### src/tama_settings.svh
// tama core settings
// bridge register map, ROM window, divider reloads and reset lengths

`ifndef TAMA_SETTINGS_SVH
`define TAMA_SETTINGS_SVH

////////////////////////////////////////
// bridge register map

// any write here starts the soft reset
`define TAMA_ADDR_RESET 32'h0000_0000
// bit 0 mutes the buzzer
`define TAMA_ADDR_SOUND 32'h0000_0010
// bits 1:0 turbo code, readable
`define TAMA_ADDR_TURBO 32'h0000_0100
// bit 0 drops turbo when the buzzer sounds
`define TAMA_ADDR_CANCEL 32'h0000_0104

// bridge address bits 31:28 for the program ROM window
`define TAMA_ROM_WINDOW 4'h1

////////////////////////////////////////
// divider reload values, one CPU tick every reload + 1 system clocks

`define TAMA_DIV_1X 12'd3600
`define TAMA_DIV_4X 12'd900
`define TAMA_DIV_50X 12'd72

// soft reset hold, short enough for simulation
`define TAMA_RESET_HOLD_W 11
`define TAMA_RESET_HOLD 11'd1024

// savestate reset length in 2x ticks
`define TAMA_SS_RESET_TICKS 3'd4

`endif

### src/tama_pkg.sv
// tama core types
// shared widths for the bridge, divider, program ROM and CPU side

package tama_pkg;

  // host bridge
  typedef logic [31:0] bridge_addr_t;
  typedef logic [31:0] bridge_data_t;

  // turbo speed code as written by the host
  typedef logic [1:0] turbo_t;

  typedef enum turbo_t {
    turbo_1x   = 2'd0,
    turbo_4x   = 2'd1,
    turbo_50x  = 2'd2,
    turbo_full = 2'd3
  } turbo_e;

  // divider count and reload
  typedef logic [11:0] div_count_t;

  // program ROM, 16-bit storage with 12-bit instructions
  typedef logic [12:0] rom_addr_t;
  typedef logic [15:0] rom_word_t;
  typedef logic [11:0] rom_data_t;

  // CPU side
  typedef logic [14:0] audio_sample_t;
  typedef logic [2:0] ss_tick_t;

endpackage

### src/clock_enable_gen.sv
// CPU clock enable divider
// 1x and 2x enables from the system clock, rate picked by the turbo code

`include "tama_settings.svh"

module clock_enable_gen import tama_pkg::*; (
  input  logic   clk_sys_117_964,
  input  logic   reset_turbo_s,
  input  turbo_t turbo,
  output logic   clk_en,
  output logic   clk_2x_en
);

  div_count_t reload;
  div_count_t count;

  // reload per speed, zero means run every cycle
  always_comb begin
    case (turbo_e'(turbo))
      turbo_1x:   reload = `TAMA_DIV_1X;
      turbo_4x:   reload = `TAMA_DIV_4X;
      turbo_50x:  reload = `TAMA_DIV_50X;
      turbo_full: reload = '0;
      default:    reload = `TAMA_DIV_1X;
    endcase
  end

  always_ff @(posedge clk_sys_117_964) begin
    if (reset_turbo_s) begin
      count     <= `TAMA_DIV_1X;
      clk_en    <= 1'b0;
      clk_2x_en <= 1'b0;
    end else if (reload == '0) begin
      // full speed, 2x every cycle and 1x every other
      clk_en    <= ~clk_en;
      clk_2x_en <= 1'b1;
    end else begin
      clk_en    <= 1'b0;
      clk_2x_en <= 1'b0;
      if (count == '0) begin
        count     <= reload;
        clk_en    <= 1'b1;
        clk_2x_en <= 1'b1;
      end else begin
        count <= count - 1'b1;
        // second 2x tick halfway through the period
        if (count == (reload >> 1)) begin
          clk_2x_en <= 1'b1;
        end
      end
    end
  end

endmodule

### config.mk
export PLATFORM = sky130hd
export DESIGN_NAME = clock_enable_gen
export DESIGN_NICKNAME = d
export VERILOG_FILES = /design/src/tama_pkg.sv /design/src/clock_enable_gen.sv
export VERILOG_INCLUDE_DIRS = /design/src
export SDC_FILE = /design/constraint.sdc
export NUM_CORES = 1
export LEC_CHECK = 0
export CAP_MARGIN = 20
export CORE_MARGIN = 4
export CORE_UTILIZATION = 45
export DETAILED_ROUTE_END_ITERATION = 10
export DONT_BUFFER_PORTS = 1
export PLACE_DENSITY_LB_ADDON = 0.08
export SLEW_MARGIN = 20
export SYNTH_ARGS = -nofsm -noshare
export SYNTH_HDL_FRONTEND = slang
export SYNTH_SLANG_ARGS = --single-unit
### constraint.sdc
create_clock -name clk_sys_117_964 -period 2.9 [get_ports clk_sys_117_964]
set_clock_uncertainty 0.15 [all_clocks]
set_input_delay 0.58 -clock clk_sys_117_964 [delete_from_list [all_inputs] [get_ports clk_sys_117_964]]
set_output_delay 0.58 -clock clk_sys_117_964 [all_outputs]
set_load 0.1 [all_outputs]
==> metrics.yaml <==
yosysSeqAreaShare: 0.306
postCtsResizedCells: 0
peakVddDrop_uv: 283
slowest_stage: "a2111o_1"
min_path_type: "in -> reg"
postCtsHoldBufs: 0
cts_buffer_depth: 2
cp-end-kind: "flip-flop"
timing.reg2reg.setup_slack_ps: 790
yosysWarnings: 0
min_from: "reset_turbo_s"
ys_types: 45
path_buf_inv: 1
crit_required_ps: 2920
h-tree-depth: 1
cp-start-kind: "flip-flop"
antenna_found_initial: 0
final_common_cell: "dfxtp_1"
rsz0062_at_grt: "false"
grt_max_degree: 17
power.density_mw_per_mm2: 486
areaGrowthSynthToFinish_pct: 1.50
synth_area_leaders: "dfxtp_1 (31%), a21oi_1 (3.8%), nand2_1 (2.9%), ha_1 (2.7%), nand4_1 (2.7%)"
cts_tree: "built"
synth_edf_count: 0
synth_cells: 107
setup_viol: 0
final_min_period_over_clock_period: 0.726
syn_area_um2: 916
slew_headroom: 0.358
die_x_um: 53.1
dr_total_vias: 794
die_h_um: 53.1
maxSlewViolCount: 0
core_area_mm2: 0.00194
start_util: 0.472
grt_use_total: 0.170
cts_buffers: 3
viasPerCell: 6.11
crit_chain: "inv_1, ha_1, nor4b_4, and4_4, o21ai_2, a2111o_1"
postSynthAreaPerCell_um2: 8.56
maxCapViolCount: 0
holdPathStages: 1
cts.clk_slew.worst_paths_ps: 80
place_hpwl_mm: 1.49
clk_latency_ps: 280
post_drt_wl_per_cell_um: 15.4
ys_ff_latch: 14
synth_ff_type: "dfxtp_1"
drt_iter0_drc: 26
setup_tns_ps: 0
grt_overflow: 0
post_cts_buffers: 0
crit_family: "simple AND/OR/NAND/NOR gates"
root_buffer: "clkbuf_4"
p_total_mw: 0.452
final_area_um2: 930
p_leak_nw: 0.325
grt_pass1_vias: 709
r2r_start: "count[0]$_SDFFE_PP0N_"
ff2ff_path_depth: 6
mostFrequentLayoutCells: "dfxtp_1 (14), nand2_1 (7), a21oi_1 (7), nor2_1 (6)"
stdcell_count: 130
rows: 16
worst_pin_slew_ps: 961
worstPathArrival_ps: 2120
cp_max_fo: 12
nets: 111
critPathKind: "reg -> reg"
io_buffers: 0
final_antenna_net_count: 0
min_to: "count[0]$_SDFFE_PP0N_"
outcome: "complete, no violations"
dieArea_mm2: 0.00282
finalCriticalPeriod_ps: 2110
yosysTopAreaCell: "dfxtp_1"
async_reset_ff_frac: 0
totalWireLength_mm: 2.00
clkSinkCount: 14
dp.cells: 127
crit_path_max_incr_delay_ps: 420
gp_congestion: 0.855
fin_util: 0.479
worstReg2RegEnd: "count[4]$_SDFFE_PP1N_"
synth_top_area_share: 0.306
io_pins: 6
synth_nets: 113
first_pass_iters: 5
grt_pass1_wl_mm: 3.49
hold_violations: 0
drive_gt1_frac: 0.0971
placed_cell_area_um2: 907
drcViolationCount: 0
max_freq_ghz: 0.475
antenna_cells: 0
## report_power, final
group          internal (mW)  switching, mW
combinational         0.0483         0.0454
clock                 0.0481         0.0612
sequential             0.208         0.0412
## how the worst max path moves through the flow
| stage | start | end | slack [ps] | cells past startpoint |
|---|---|---|---|---|
| finish | count[0]$_SDFFE_PP0N_ | count[4]$_SDFFE_PP1N_ | 790 | 6 |
| CTS | count[0]$_SDFFE_PP0N_ | count[4]$_SDFFE_PP1N_ | 800 | 6 |
| floorplan | count[0]$_SDFFE_PP0N_ | count[4]$_SDFFE_PP1N_ | 960 | 7 |
| global route | count[0]$_SDFFE_PP0N_ | count[4]$_SDFFE_PP1N_ | 670 | 6 |
| detailed placement | count[0]$_SDFFE_PP0N_ | count[4]$_SDFFE_PP1N_ | 820 | 6 |
| global placement | count[0]$_SDFFE_PP0N_ | count[4]$_SDFFE_PP1N_ | 750 | 6 |
## per-stage QoR
step           setup slack [ps]  hold WS, ps
3_5_place_dp                822          345
4_1_cts                     804          202
2_1_floorplan               956          320
5_1_grt                     673          194
6_report                    795          211
3_3_place_gp                749          353
## per-layer routing
metal,vias to the layer above,global-route usage,wire length (um)
li1,403,-,-
met1,364,0.244,944
met2,23,0.238,871
met3,4,0.0366,153
met4,0,0.0766,34
met5,-,0,0
## sequential cells by signal, indices dropped and copies added (netlist names)
name,count
count,12
clk_en,1
clk_2x_en,1
## worst reg2reg max path, delay by kind of cell, from the launching register on
| family | cells | cell delay [ps] |
|---|---|---|
| buf+inv | 1 | 110 |
| fa+ha+maj | 1 | 150 |
| flops | 1 | 350 |
| compound gates | 2 | 500 |
| simple gates | 2 | 740 |
## logic make-up (layout without fill, tap and decap cells)
logic type / Yosys count / in the layout / synth area share
AO/OA/AOI/OAI: 32 / 32 / 0.246
XOR/XNOR: 1 / 1 / 0.00956
adder cells (fa/ha/maj): 2 / 2 / 0.0273
buffers and inverters: 12 / 8 / 0.0669
flip-flops: 14 / 14 / 0.306
multiplexers: 1 / 1 / 0.0123
AND/OR/NAND/NOR: 45 / 45 / 0.332
## area by class of cell
| class | count | area (um^2) |
|---|---|---|
| clock buffer | 3 | 22.5 |
| fill | 199 | 1010 |
| inverter | 5 | 18.8 |
| multi-input combinational | 81 | 574 |
| sequential | 14 | 280 |
| tap | 27 | 33.8 |
## synth_stat cells, types with 2 or more instances
cell and count:
ha_1 2, a21oi_1 7, o31ai_1 3, dfxtp_1 14, o21ai_0 4, clkbuf_1 4
a211oi_1 3, nor3_1 5, nand4b_1 2, and2_1 2, nand4_1 4, nor4_1 2
o21bai_1 2, nand2_1 7, a31oi_1 3, o41ai_1 2, inv_1 5, nand3_1 3
buf_6 2, nor2_1 6
Power figures use the tool's default switching activity.
