**src/tama_settings.svh**
```systemverilog
// tama core settings
// bridge register map, ROM window, divider reloads and reset lengths

`ifndef TAMA_SETTINGS_SVH
`define TAMA_SETTINGS_SVH

////////////////////////////////////////
// bridge register map

// any write here starts the soft reset
`define TAMA_ADDR_RESET 32'h0000_0000
// bit 0 mutes the buzzer
`define TAMA_ADDR_SOUND 32'h0000_0010
// bits 1:0 turbo code, readable
`define TAMA_ADDR_TURBO 32'h0000_0100
// bit 0 drops turbo when the buzzer sounds
`define TAMA_ADDR_CANCEL 32'h0000_0104

// bridge address bits 31:28 for the program ROM window
`define TAMA_ROM_WINDOW 4'h1

////////////////////////////////////////
// divider reload values, one CPU tick every reload + 1 system clocks

`define TAMA_DIV_1X 12'd3600
`define TAMA_DIV_4X 12'd900
`define TAMA_DIV_50X 12'd72

// soft reset hold, short enough for simulation
`define TAMA_RESET_HOLD_W 11
`define TAMA_RESET_HOLD 11'd1024

// savestate reset length in 2x ticks
`define TAMA_SS_RESET_TICKS 3'd4

`endif

```
**src/tama_pkg.sv**
```systemverilog
// tama core types
// shared widths for the bridge, divider, program ROM and CPU side

package tama_pkg;

  // host bridge
  typedef logic [31:0] bridge_addr_t;
  typedef logic [31:0] bridge_data_t;

  // turbo speed code as written by the host
  typedef logic [1:0] turbo_t;

  typedef enum turbo_t {
    turbo_1x   = 2'd0,
    turbo_4x   = 2'd1,
    turbo_50x  = 2'd2,
    turbo_full = 2'd3
  } turbo_e;

  // divider count and reload
  typedef logic [11:0] div_count_t;

  // program ROM, 16-bit storage with 12-bit instructions
  typedef logic [12:0] rom_addr_t;
  typedef logic [15:0] rom_word_t;
  typedef logic [11:0] rom_data_t;

  // CPU side
  typedef logic [14:0] audio_sample_t;
  typedef logic [2:0] ss_tick_t;

endpackage

```
**src/bridge_if.sv**
```systemverilog
// host bridge bus
// write strobe plus combinational read, no wait states

interface bridge_if import tama_pkg::*; ();

  bridge_addr_t addr;
  logic         wr;
  bridge_data_t wr_data;
  logic         rd;
  bridge_data_t rd_data;

  // host side, the top level drives the request
  modport host (output addr, output wr, output wr_data, output rd, input rd_data);

  // settings registers decode writes and answer reads
  modport regs (input addr, input wr, input wr_data, input rd, output rd_data);

  // program ROM only listens to writes in its window
  modport rom (input addr, input wr, input wr_data);

endinterface

```
**src/bridge_regs.sv**
```systemverilog
// settings registers on the host bridge
// soft reset countdown, sound mute, turbo speed and cancel-on-buzzer,
// with turbo readable back over the bridge

`include "tama_settings.svh"

module bridge_regs import tama_pkg::*; (
  input  logic           clk_sys_117_964,
  input  logic           reset_turbo_s,
  bridge_if.regs         bus,
  input  logic           buzzer,
  output turbo_t         turbo,
  output logic           soft_reset,
  output logic           sound_mute
);

  logic                          cancel_on_buzzer;
  logic [`TAMA_RESET_HOLD_W-1:0] hold_count;

  ////////////////////////////////////////
  // register writes

  always_ff @(posedge clk_sys_117_964) begin
    if (reset_turbo_s) begin
      turbo            <= turbo_1x;
      sound_mute       <= 1'b0;
      cancel_on_buzzer <= 1'b0;
    end else begin
      if (bus.wr) begin
        case (bus.addr)
          `TAMA_ADDR_SOUND: begin
            sound_mute <= bus.wr_data[0];
          end
          `TAMA_ADDR_TURBO: begin
            turbo <= bus.wr_data[1:0];
          end
          `TAMA_ADDR_CANCEL: begin
            cancel_on_buzzer <= bus.wr_data[0];
          end
          default: begin
          end
        endcase
      end

      // buzzer event drops back to normal speed, wins over a turbo write
      if (cancel_on_buzzer && buzzer) begin
        turbo <= turbo_1x;
      end
    end
  end

  ////////////////////////////////////////
  // soft reset countdown

  // loaded on the write edge, so the hold starts on the next cycle
  always_ff @(posedge clk_sys_117_964) begin
    if (reset_turbo_s) begin
      hold_count <= '0;
    end else if (bus.wr && bus.addr == `TAMA_ADDR_RESET) begin
      hold_count <= `TAMA_RESET_HOLD;
    end else if (hold_count != '0) begin
      hold_count <= hold_count - 1'b1;
    end
  end

  assign soft_reset = (hold_count != '0);

  ////////////////////////////////////////
  // read mux

  // only turbo is readable, data is presented while rd is high
  always_comb begin
    bus.rd_data = '0;
    if (bus.rd && bus.addr == `TAMA_ADDR_TURBO) begin
      bus.rd_data = bridge_data_t'(turbo);
    end
  end

endmodule

```
**src/flat_wrapper.sv**
```systemverilog
// flat-port wrapper written by rule: the top's interface ports become plain ports
module bridge_regs_flat import tama_pkg::*;
  (clk_sys_117_964, reset_turbo_s, buzzer, turbo, soft_reset, sound_mute, bus_addr, bus_wr, bus_wr_data, bus_rd, bus_rd_data);
  bridge_if bus_i ();
  input  logic clk_sys_117_964;
  input  logic reset_turbo_s;
  input  logic buzzer;
  output turbo_t turbo;
  output logic soft_reset;
  output logic sound_mute;
  input wire logic [$bits(bus_i.addr)-1:0] bus_addr;
  input wire logic [$bits(bus_i.wr)-1:0] bus_wr;
  input wire logic [$bits(bus_i.wr_data)-1:0] bus_wr_data;
  input wire logic [$bits(bus_i.rd)-1:0] bus_rd;
  output wire logic [$bits(bus_i.rd_data)-1:0] bus_rd_data;
  assign bus_i.addr = bus_addr;
  assign bus_i.wr = bus_wr;
  assign bus_i.wr_data = bus_wr_data;
  assign bus_i.rd = bus_rd;
  assign bus_rd_data = bus_i.rd_data;
  bridge_regs u_core (.clk_sys_117_964(clk_sys_117_964), .reset_turbo_s(reset_turbo_s), .bus(bus_i), .buzzer(buzzer), .turbo(turbo), .soft_reset(soft_reset), .sound_mute(sound_mute));
endmodule
```
**config.mk**
```make
export PLATFORM = sky130hd
export DESIGN_NAME = bridge_regs_flat
export DESIGN_NICKNAME = d
export VERILOG_FILES = /design/src/tama_pkg.sv /design/src/bridge_if.sv /design/src/bridge_regs.sv /design/src/flat_wrapper.sv
export VERILOG_INCLUDE_DIRS = /design/src
export SDC_FILE = /design/constraint.sdc
export NUM_CORES = 1
export LEC_CHECK = 0
export BUFFER_PORTS_ARGS = -buffer_cell sky130_fd_sc_hd__buf_2
export CAP_MARGIN = 15
export CORE_ASPECT_RATIO = 0.7
export CORE_MARGIN = 2
export CORE_UTILIZATION = 40
export CTS_BUF_LIST = sky130_fd_sc_hd__clkbuf_16
export CTS_CLUSTER_SIZE = 12
export DETAILED_ROUTE_END_ITERATION = 12
export PLACE_DENSITY = 0.86
export SLEW_MARGIN = 10
export SYNTH_ARGS = -nofsm -noshare
export SYNTH_HDL_FRONTEND = slang
export SYNTH_SLANG_ARGS = --single-unit
```
**constraint.sdc**
```tcl
create_clock -name clk_sys_117_964 -period 2.59 [get_ports clk_sys_117_964]
set_clock_uncertainty 0.2 [all_clocks]
set_input_delay 0.1295 -clock clk_sys_117_964 [delete_from_list [all_inputs] [get_ports clk_sys_117_964]]
set_output_delay 0.1295 -clock clk_sys_117_964 [all_outputs]
set_load 0.005 [all_outputs]
```
==> flow_summary.ini <==
[layout]
area_delta_synth_final_pct = 19.78
postLayoutCellArea_sq_um = 1371
nFillCells = 266
num_antenna_cells = 0
nets = 253
drive_gt1_frac = 0.3149

[placed_design]
placedInstanceArea_sq_um = 1272
port_buffers = 44
gp_congestion = 0.7942
hpwl_um = 1925

[clock_network]
post_cts_resized = 0
ctsHoldBuffers = 2
clockBufferDepth = 2
htreeDepth = 1
cts_made_buffers = 3
clkSinkCount = 15
path_clk_slew_ns = 0.05
clk_latency_ns = 0.24
cts_tree = done
cts_root_buf = clkbuf_16
cts_setup_buffers = 0

[route]
ant_nets = 0
via_per_inst = 4.714
via_count = 1023
drt-total-wl_um = 2518
firstDrtPassIters = 4
drc_errors = 0
drt-wirelength-per-cell_um = 11.60
drt_iter0_markers = 20

[synthesis]
yosysMostFrequentCell = buf_4
syn-cell-area_sq_um = 1145
ys.flop_type = dfxtp_1
yosysWarnings = 0
yosys-top-cells-count = 30 x buf_4, 15 x dfxtp_1, 12 x nor4_1, 10 x nand2_1
synth.avg_cell_area_sq_um = 8.544
synth_top_area_frac = 0.2623
synth_area_leaders = dfxtp_1 26%, buf_4 20%, nor4_1 6.6%, a211oi_1 3.9%, mux2i_1 3.5%
synth-seq-cells = 15
synth_top_area_cell = dfxtp_1
syn_inst = 134
yosysSeqAreaShare = 0.2623
synth-edff-count = 0
synth.distinct_cells = 38
async_reset_ff_frac = 0

[timing]
finalCritPeriodShare = 0.7560
relSlewSlack = 0.5924
slew_viol_final = 0
fin_setup_tns_ns = 0
tightestPinTransition_ns = 0.6058
rsz0062_at_grt = no
period_needed_ns = 1.958
max_freq_ghz = 0.5107
hold_violations = 0
setup_viol_count_final = 0

[global_routing]
track_usage = 0.1621
use_met1 = 0.2277
use_met2 = 0.2492
antenna_found_initial = 0
busiest_layer = met2
use_met3 = 0.03953
grt_max_degree = 16
grt_pass1_vias = 915
overflow = 0
grt_pass1_wl_um = 4181

[pwr]
power.leakage_uw = 0.0006109
irDropWorstVdd_mv = 0.8651
powerDensity_nw_per_um2 = 930.2

[worst_setup_path]
worstSetupPathType = reg2out
endpoint_kind = output port
crit_fanout = 14
worstPathArrival_ns = 1.63
start_kind = flop
critPathRequiredTime_ns = 2.26

[die]
die_area_sq_um = 3313
fp.dieW_um = 67.95
start_util = 0.4144
num_rows = 16
die_h_um = 48.76
core_area_sq_um = 2763
top_level_ports = 105

[flow_run]
maxCapViolCount = 0

[min_path]
hold_path.class = in2reg

[outcome]
status = completed
==> per-stage QoR <==
step / power (uW) / cells / setup WS [ns] / hold slack (ns) / utilization
after CTS: 1281 / 217 / 0.6058 / 0.03334 / 0.4964
after detailed placement: 968.2 / 211 / 0.6746 / 0.1845 / 0.4606
final: 1276 / 217 / 0.6320 / 0.04218 / 0.4964
after global placement: 940.8 / 211 / 0.7328 / 0.1800 / 0.4606
after global routing: 1369 / 217 / 0.5264 / 0.07709 / 0.4964
after floorplan: 911.3 / 163 / 0.8228 / -0.001635 / -
==> path summary, 6_finish.rpt <==
| check | start | endpoint | slack, ns | depth (start not counted) |
|---|---|---|---|---|
| min reg2reg | u_core.turbo[1] | u_core.turbo[1] | 0.27 | 2 |
| max | u_core.hold_count[2] | soft_reset | 0.63 | 4 |
| min | buzzer | u_core.turbo[1] | 0.04 | 4 |
| max reg2reg | u_core.hold_count[0] | u_core.hold_count[5] | 0.68 | 5 |
==> cell usage in the layout, fill, tap and decap left out, types with 2 or more instances in the layout <==
cell type and count:
a211oi_1 6, mux2i_1 4, nand3_1 3, buf_2 44, nand2_1 10, conb_1 30, dlygate4sd3_1 2, ha_1 2
clkbuf_16 3, dfxtp_1 15, nand3b_1 2, or3_2 3, nor3_1 6, xor2_1 2, a21oi_1 2, o21ai_0 3
and4_1 2, nand4_1 2, nand2b_1 4, inv_1 3, nor4_1 12, nor2_1 5
==> cells by family after synthesis <==
family,count (synthesis),synth area share
xor gates and xnor gates,3,0.02296
other,1,0.003276
adders and majority gates,2,0.02185
muxes,5,0.04481
buffers and inverters,36,0.2361
DFF,15,0.2623
and+or+nand+nor,57,0.3115
AOI/OAI and AO/OA,15,0.09726
==> layout make-up <==
type / instances / area, sq um / share of cell area
multi-input combinational: 112 / 683.2 / 0.4982
sequential: 15 / 300.3 / 0.2190
timing repair buffer: 47 / 247.7 / 0.1807
clock buffer: 3 / 75.07 / 0.05474
tap: 36 / 45.04 / 0.03285
inverter: 3 / 16.27 / 0.01186
clock inverter: 1 / 3.754 / 0.002737
==> worst max-delay path, stage by stage, from the launching register on <==
cell,delay (ns)
dfxtp_1,0.36
nor4_4,0.41
and4b_4,0.43
inv_6,0.05
buf_2,0.12
==> layer usage <==
layer	part of all wire	vias up
met5	0	-
met4	0	0
met3	0.054	0
met2	0.49	36
met1	0.45	458
li1	-	529
==> state kept, by name, summed over array words and instances, names as in the netlist <==
signal,flops
u_core.hold_count,11
u_core.turbo,2
u_core.cancel_on_buzzer,1
u_core.sound_mute,1
==> power by group <==
group	total [uW]	switching, uW	internal, uW
registers	395	89.6	306
clock network	294	89.7	204
logic	587	302	285
total	1280	481	794
(Power assumes the default switching activity.)
