--- config.mk ---
export PLATFORM = sky130hd
export DESIGN_NAME = cpu_control
export DESIGN_NICKNAME = d
export VERILOG_FILES = /design/src/tama_pkg.sv /design/src/cpu_control.sv
export VERILOG_INCLUDE_DIRS = /design/src
export SDC_FILE = /design/constraint.sdc
export NUM_CORES = 1
export LEC_CHECK = 0
export ABC_AREA = 1
export BUFFER_PORTS_ARGS = -buffer_cell sky130_fd_sc_hd__buf_4
export CORE_AREA = 3 3 40 42
export CTS_BUF_LIST = sky130_fd_sc_hd__clkbuf_8
export CTS_CLUSTER_DIAMETER = 150
export DETAILED_ROUTE_END_ITERATION = 8
export DIE_AREA = 0 0 43 45
export RECOVER_POWER = 100
export SYNTH_ARGS = -nofsm -noshare
export SYNTH_HDL_FRONTEND = slang
export SYNTH_SLANG_ARGS = --single-unit
--- constraint.sdc ---
create_clock -name clk_sys_117_964 -period 2.1 [get_ports clk_sys_117_964]
set_input_delay 0.42 -clock clk_sys_117_964 [delete_from_list [all_inputs] [get_ports clk_sys_117_964]]
set_output_delay 0.42 -clock clk_sys_117_964 [all_outputs]
set_load 0.05 [all_outputs]
--- src/tama_settings.svh ---
// tama core settings
// bridge register map, ROM window, divider reloads and reset lengths

`ifndef TAMA_SETTINGS_SVH
`define TAMA_SETTINGS_SVH

////////////////////////////////////////
// bridge register map

// any write here starts the soft reset
`define TAMA_ADDR_RESET 32'h0000_0000
// bit 0 mutes the buzzer
`define TAMA_ADDR_SOUND 32'h0000_0010
// bits 1:0 turbo code, readable
`define TAMA_ADDR_TURBO 32'h0000_0100
// bit 0 drops turbo when the buzzer sounds
`define TAMA_ADDR_CANCEL 32'h0000_0104

// bridge address bits 31:28 for the program ROM window
`define TAMA_ROM_WINDOW 4'h1

////////////////////////////////////////
// divider reload values, one CPU tick every reload + 1 system clocks

`define TAMA_DIV_1X 12'd3600
`define TAMA_DIV_4X 12'd900
`define TAMA_DIV_50X 12'd72

// soft reset hold, short enough for simulation
`define TAMA_RESET_HOLD_W 11
`define TAMA_RESET_HOLD 11'd1024

// savestate reset length in 2x ticks
`define TAMA_SS_RESET_TICKS 3'd4

`endif

--- src/tama_pkg.sv ---
// tama core types
// shared widths for the bridge, divider, program ROM and CPU side

package tama_pkg;

  // host bridge
  typedef logic [31:0] bridge_addr_t;
  typedef logic [31:0] bridge_data_t;

  // turbo speed code as written by the host
  typedef logic [1:0] turbo_t;

  typedef enum turbo_t {
    turbo_1x   = 2'd0,
    turbo_4x   = 2'd1,
    turbo_50x  = 2'd2,
    turbo_full = 2'd3
  } turbo_e;

  // divider count and reload
  typedef logic [11:0] div_count_t;

  // program ROM, 16-bit storage with 12-bit instructions
  typedef logic [12:0] rom_addr_t;
  typedef logic [15:0] rom_word_t;
  typedef logic [11:0] rom_data_t;

  // CPU side
  typedef logic [14:0] audio_sample_t;
  typedef logic [2:0] ss_tick_t;

endpackage

--- src/cpu_control.sv ---
// CPU control
// savestate halt on the enables, merged CPU reset with the savestate
// reset tick counter, and the buzzer audio sample

`include "tama_settings.svh"

module cpu_control import tama_pkg::*; (
  input  logic          clk_sys_117_964,
  input  logic          reset_turbo_s,
  input  logic          clk_en,
  input  logic          clk_2x_en,
  input  logic          ss_halt,
  input  logic          ss_begin_reset,
  input  logic          soft_reset,
  input  logic          sound_mute,
  input  logic          buzzer,
  output logic          cpu_clk_en,
  output logic          cpu_clk_2x_en,
  output logic          cpu_reset,
  output audio_sample_t audio_sample
);

  ss_tick_t ss_ticks;

  // savestate halt freezes the CPU
  assign cpu_clk_en    = clk_en && !ss_halt;
  assign cpu_clk_2x_en = clk_2x_en && !ss_halt;

  // hold the CPU in reset for a few 2x ticks after a savestate load begins
  // counts on the ungated enable so a halt does not stall it
  always_ff @(posedge clk_sys_117_964) begin
    if (reset_turbo_s) begin
      ss_ticks <= '0;
    end else if (ss_begin_reset) begin
      ss_ticks <= `TAMA_SS_RESET_TICKS;
    end else if (ss_ticks != '0 && clk_2x_en) begin
      ss_ticks <= ss_ticks - 1'b1;
    end
  end

  assign cpu_reset = reset_turbo_s || soft_reset || (ss_ticks != '0);

  // buzzer is a square wave at a fixed level
  assign audio_sample = (buzzer && !sound_mute) ? audio_sample_t'(15'h1fff) : '0;

endmodule

==> results of run 1 <==
layout make-up:
cell class	instances	share of cell area [%]
repair buffers	24	37.1
multi-input cells	23	26.3
flip-flops and latches	3	13.6
clock buffers	3	9.35
inverters	10	8.50
well taps	15	4.25
clock inverters	1	0.850
stage by stage:
| stage | hold WS (ns) | power (µW) | setup WS [ns] | utilization (%) | cells |
|---|---|---|---|---|---|
| 2_1_floorplan | 0.455 | 174 | 0.271 | - | 50 |
| 3_3_place_gp | 0.468 | 195 | 0.532 | 33.0 | 75 |
| 3_5_place_dp | 0.478 | 196 | 0.495 | 33.0 | 75 |
| 4_1_cts | 0.455 | 362 | 0.495 | 36.5 | 79 |
| 5_1_grt | 0.491 | 363 | 0.227 | 34.4 | 79 |
| 6_report | 0.455 | 348 | 0.283 | 34.4 | 79 |
worst max path at each step:
| stage | start | endpoint | slack [ns] |
|---|---|---|---|
| 6_report | ss_ticks[0] | cpu_reset | 0.28 |
| 5_1_grt | ss_ticks[0] | cpu_reset | 0.23 |
| 4_1_cts | sound_mute | audio_sample[2] | 0.50 |
| 3_5_place_dp | sound_mute | audio_sample[2] | 0.50 |
| 3_3_place_gp | sound_mute | audio_sample[10] | 0.53 |
| 2_1_floorplan | buzzer | audio_sample[10] | 0.27 |
power by group through the flow:
stage / registers (µW) / clock network [µW] / logic, µW
2_1_floorplan: 62.3 / 0 / 112
3_3_place_gp: 62.4 / 0 / 132
3_5_place_dp: 62.4 / 0 / 133
4_1_cts: 61.7 / 166 / 133
5_1_grt: 61.9 / 169 / 132
6_report: 61.7 / 162 / 125
cells in the final DEF (no fill, tap or decap), types with 2 or more instances in the layout:
cell      synthesis  routed
conb_1            1       2
nor2_1            9       8
inv_1             9      10
nand2_1           5       5
dfxtp_1           3       3
clkbuf_1          0       3
ha_1              2       2
clkbuf_2          0       2
nand3_1           2       2
clkbuf_8          0       3
buf_4            14      19
routing by layer:
metal | vias up | wire (µm) | share of wire (%)
li1 | 156 | - | -
met5 | - | 0 | 0
met1 | 111 | 220 | 37
met4 | 0 | 17 | 2.8
met3 | 2 | 129 | 21
met2 | 25 | 233 | 39
kinds of logic after synthesis:
group / count (synthesis) / share of synthesized area, %
AND/OR/NAND/NOR: 17 / 21.2
AO/OA/AOI/OAI: 2 / 7.34
other: 1 / 1.16
flip-flops: 3 / 18.5
adder cells (fa/ha/maj): 2 / 7.72
buffers and inverters: 24 / 44.0
tightest hold or removal path, cell delays in order:
cell and delay [ns]:
buf_4 0.09, inv_1 0.03, nand2_1 0.05, inv_1 0.03
==> reports/qor.csv, run 1 <==
metric;value;unit
final.setup_skew;0.00182;ns
crit_family;buffers and inverters;
cts-root-buf;clkbuf_8;
nNetsFinal;76;
io_pins;27;
die_area;0.00194;mm²
multiInputGateArea;116;µm²
drt-pass1-iter-count;4;
sw_frac_of_total;37.1;%
drv_slew;0;
cts.sinks;3;
design_area;442;µm²
clk_pin_slew;0.03;ns
cts-buffers-inserted;3;
hpwl;524;µm
rrSetupSlack;0.90;ns
drive_gt1_share;40.6;%
cp-end-kind;output port;
period_share;86.5;%
met3_usage;1.20;%
dpl-instance-area;424;µm²
clk_latency;0.21;ns
core;0.00128;mm²
die_x;43;µm
netlist_top_cells_count;buf_4 (14), inv_1 (9), nor2_1 (9), nand2_1 (5), dfxtp_1 (3);
cts_setup_buffers;0;
tightest_slew;0.602;ns
port_buffers;24;
grt_pass1_wl;800;µm
gpl.final_weighted_congestion;0.640;
netlist_instances;49;
max_cap_violations;0;
min_delay_path_depth;4;
hold_start;reset_turbo_s;
p_sw;129;µW
top_regs;ss_ticks: 3 flops;
status;complete, no violations;
worstSetupPathType;flip-flop to output port;
insertedDiodeCount;0;
p_int;219;µW
async_flop_share;0;%
track_usage;5.90;%
hold_class;input port to flip-flop;
start_util;25.2;%
fin_setup_tns;0;ns
fill_cells;146;
crit_required;1.68;ns
holdPathEnd;ss_ticks[2];
final_hold_viol_count;0;
yosys_register_bits;3;
cpPeakStageDelay;0.47;ns
grt_antenna_before_repair;0;
critPathLaunchType;flip-flop;
busiest_layer;met2;
grt_use_met2;9.88;%
largest_reg_flops;3;
drc_errors;0;
ys_seq_area_share;18.5;%
arrival;1.40;ns
regArea;60.1;µm²
vias_per_cell;3.72;
clockBufferDepth;2;
path_cells;inv_1, ha_1, nand3_1, clkbuf_1;
synth_area_leaders;buf_4 (32%), dfxtp_1 (19%), inv_1 (10%), nor2_1 (10%), ha_1 (7.7%);
p_seq_share;17.7;%
crit_slowest_cell;clkbuf_1;
path_depth;4;
rsz0062_at_grt;no;
slew_headroom;60.0;%
routed_wl;601;µm
drt-initial-drc-count;5;
ys.flop_type;dfxtp_1;
p_leak;0.000258;µW
synthDominantCellAreaShare;32.4;%
setup_violations;0;
post_cts_resized;0;
syn_to_final_growth;36.3;%
yosys.cell_count.top_type;buf_4;
cts_max_level;1;
tritoncts;done;
grt_overflow;0;
combPwrFrac;35.9;%
drtAntennaViolNets;0;
yosys.area.top_type;buf_4;
syn_area;324;µm²
grtUsageMet1;4.80;%
r2r_end;ss_ticks[0];
routedWlPerCell;7.61;µm
grt_pass1_vias;225;
hold_buffers;0;
grt_max_degree;14;
synth_area_per_cell;6.61;µm²
critPathMaxFanout;3;
power_density;789;mW/mm²
regMostFlops;ss_ticks;
yosys_warnings;0;
r2r-start;ss_ticks[0];
min_period;1.82;ns
fmax;0.550;GHz
power.share.clock;46.4;%
die_height;45;µm
synth.distinct_cells;12;
vias;294;
rows;13;
path_buf_inv;2;
ir_worst_vdd;0.319;mV
worstRegToRegCells;6;
synth_edf_count;0;
No activity file was read; power rests on OpenSTA's default activity.
==> run 2: changes to the inputs <==
--- a/config.mk
+++ b/config.mk
@@ -7,6 +7,7 @@
 export NUM_CORES = 1
 export LEC_CHECK = 0
 export ABC_AREA = 1
+export ABC_CLOCK_PERIOD_IN_PS = 1500
 export BUFFER_PORTS_ARGS = -buffer_cell sky130_fd_sc_hd__buf_4
 export CORE_AREA = 3 3 40 42
 export CTS_BUF_LIST = sky130_fd_sc_hd__clkbuf_8
@@ -14,6 +15,7 @@
 export DETAILED_ROUTE_END_ITERATION = 8
 export DIE_AREA = 0 0 43 45
 export RECOVER_POWER = 100
+export SLEW_MARGIN = 10
 export SYNTH_ARGS = -nofsm -noshare
 export SYNTH_HDL_FRONTEND = slang
 export SYNTH_SLANG_ARGS = --single-unit
==> constraint.sdc (replaced) <==
create_clock -name clk_sys_117_964 -period 1.5 [get_ports clk_sys_117_964]
set_input_delay 0.3 -clock clk_sys_117_964 [delete_from_list [all_inputs] [get_ports clk_sys_117_964]]
set_output_delay 0.3 -clock clk_sys_117_964 [all_outputs]
set_load 0.05 [all_outputs]
==> run 2 against run 1 <==
  * Count of clock-buffer cells in the layout unchanged
  * Sequential power up 40%
  * Sequential cell count unchanged
  * Worst hold slack worse by 0.12 ns
  * Largest cell class unchanged
  * Critical endpoint unchanged
  * Utilization up 0.88 points
==> reports/qor.csv, run 2 (synthesized netlist as in run 1, its figures left out) <==
metric;value;unit;change
grt_use_met2;10.8;%;+0.90 points
grt_overflow;0;;unchanged
nNetsFinal;76;;unchanged
io_pins;27;;unchanged
tritoncts;done;;
critPathLaunchType;flip-flop;;
cpPeakStageDelay;0.33;ns;-0.14 ns
drc_errors;0;;unchanged
fmax;0.730;GHz;
die_x;43;µm;unchanged
met3_usage;3.19;%;+2.0 points
max_cap_violations;0;;unchanged
combPwrFrac;36.4;%;+0.5 points
r2r_end;ss_ticks[1];;
worstSetupPathType;flip-flop to output port;;
drv_slew;0;;unchanged
vias;302;;+2.7%
r2r-start;ss_ticks[0];;
drtAntennaViolNets;0;;unchanged
sw_frac_of_total;36.6;%;-0.45 points
p_leak;0.000262;µW;+1.4%
min_period;1.37;ns;
vias_per_cell;3.82;;+2.7%
cts.sinks;3;;unchanged
ir_worst_vdd;0.406;mV;+27%
slew_headroom;60.1;%;about the same
clk_pin_slew;0.03;ns;about the same
cts-buffers-inserted;3;;unchanged
grtUsageMet1;5.30;%;+0.51 points
routedWlPerCell;7.49;µm;-1.5%
crit_required;1.20;ns;-0.48 ns
fin_setup_tns;0;ns;unchanged
rows;13;;unchanged
busiest_layer;met2;;
cts_max_level;1;;unchanged
finalHoldWorstSlack;0.338;ns;-0.117 ns
cts-root-buf;clkbuf_8;;
p_sw;179;µW;+39%
endpoint;cpu_reset;;
cp-end-kind;output port;;
path_cells;inv_1, ha_2, nand3_1, buf_4;;
grt_max_degree;14;;unchanged
largest_reg_flops;3;;unchanged
start_util;25.2;%;unchanged
insertedDiodeCount;0;;unchanged
core;0.00128;mm²;unchanged
syn_to_final_growth;39.8;%;
die_height;45;µm;unchanged
hpwl;513;µm;-2.2%
critPathMaxFanout;3;;unchanged
fill_cells;129;;-12%
p_seq_share;17.6;%;about the same
port_buffers;24;;unchanged
final_cell_mix;buf_4 (22), inv_1 (10), nor2_1 (8);;
hold_class;input port to flip-flop;;
worstRegToRegCells;6;;unchanged
drt-pass1-iter-count;2;;-2
drive_gt1_share;43.8;%;+3.1 points
die_area;0.00194;mm²;unchanged
arrival;1.07;ns;-0.33 ns
gpl.final_weighted_congestion;0.734;;+15%
startpoint;ss_ticks[0];;
final_hold_viol_count;0;;unchanged
status;complete, no violations;;
drt-initial-drc-count;3;;-2
final.setup_skew;0.0000390;ns;-0.00178 ns
power.share.clock;46.0;%;-0.4 points
setup_violations;0;;unchanged
final_common_cell;buf_4;;
p_int;310;µW;+41%
clk_latency;0.21;ns;about the same
routed_wl;592;µm;-1.5%
crit_slowest_cell;dfxtp_1;;
period_share;91.3;%;
rrSetupSlack;0.35;ns;-0.55 ns
track_usage;6.74;%;+0.84 points
clockBufferDepth;2;;unchanged
top_regs;ss_ticks: 3 flops;;
grt_pass1_vias;271;;+20%
tightest_slew;0.602;ns;-0.000850 ns
grt_antenna_before_repair;0;;unchanged
power_density;1080;mW/mm²;+37%
grt_pass1_wl;938;µm;+17%
min_delay_path_depth;4;;unchanged
rsz0062_at_grt;no;;
regMostFlops;ss_ticks;;
run 2: changes by cell type in the layout (fill, tap and decap cells not counted), sizes merged:
cell	before	now
buf	19	22
clkbuf	8	5
run 2: power groups by stage:
stage          clock network (µW)  registers [µW]  logic (µW)
6_report                      225            86.3         178
5_1_grt                       237            86.9         190
4_1_cts                       234            86.4         188
3_5_place_dp                    0            87.4         188
3_3_place_gp                    0            87.3         187
2_1_floorplan                   0            87.2         158
run 2: cell type report:
cell class / count / area [µm²] / share of cell area, %
inverter: 10 / 37.5 / 8.29
multi-input combinational: 23 / 119 / 26.2
tap: 15 / 18.8 / 4.14
timing repair buffer: 24 / 173 / 38.1
clock inverter: 1 / 3.75 / 0.829
sequential: 3 / 60.1 / 13.3
clock buffer: 3 / 41.3 / 9.12
run 2: worst min-delay path by stage:
stage / from / to / slack, ns
2_1_floorplan: reset_turbo_s / ss_ticks[2] / 0.44
3_3_place_gp: ss_ticks[1] / ss_ticks[1] / 0.47
3_5_place_dp: ss_ticks[1] / ss_ticks[1] / 0.48
4_1_cts: ss_begin_reset / ss_ticks[0] / 0.34
5_1_grt: reset_turbo_s / ss_ticks[2] / 0.35
6_report: reset_turbo_s / ss_ticks[2] / 0.34
run 2: through the flow:
step	worst slack (ns)	utilization, %	instances	power (µW)	area (µm²)
3_5_place_dp	0.270	33.4	75	276	429
4_1_cts	0.0370	36.9	79	509	474
2_1_floorplan	0.180	-	50	245	335
6_report	0.130	35.2	79	489	453
5_1_grt	0.0437	35.2	79	514	453
3_3_place_gp	0.278	33.4	75	275	429
run 2: repair_timing:
action,in CTS,in global routing
buffers inserted,0,0
endpoints found under the setup margin,0,1
hold buffers,0,0
gates resized for setup,0,2
run 2: metal layers:
layer | vias up | part of all wire, %
met5 | - | 0
met1 | 120 | 30
li1 | 156 | -
met4 | 0 | 2.9
met3 | 2 | 27
met2 | 24 | 40
run 2: critical path, delay by kind of cell, from the launching register on:
| kind | cells | cell delay [ns] |
|---|---|---|
| AND/OR/NAND/NOR | 1 | 0.07 |
| adder cells (fa/ha/maj) | 1 | 0.19 |
| flip-flops | 1 | 0.33 |
| buffers and inverters | 2 | 0.26 |
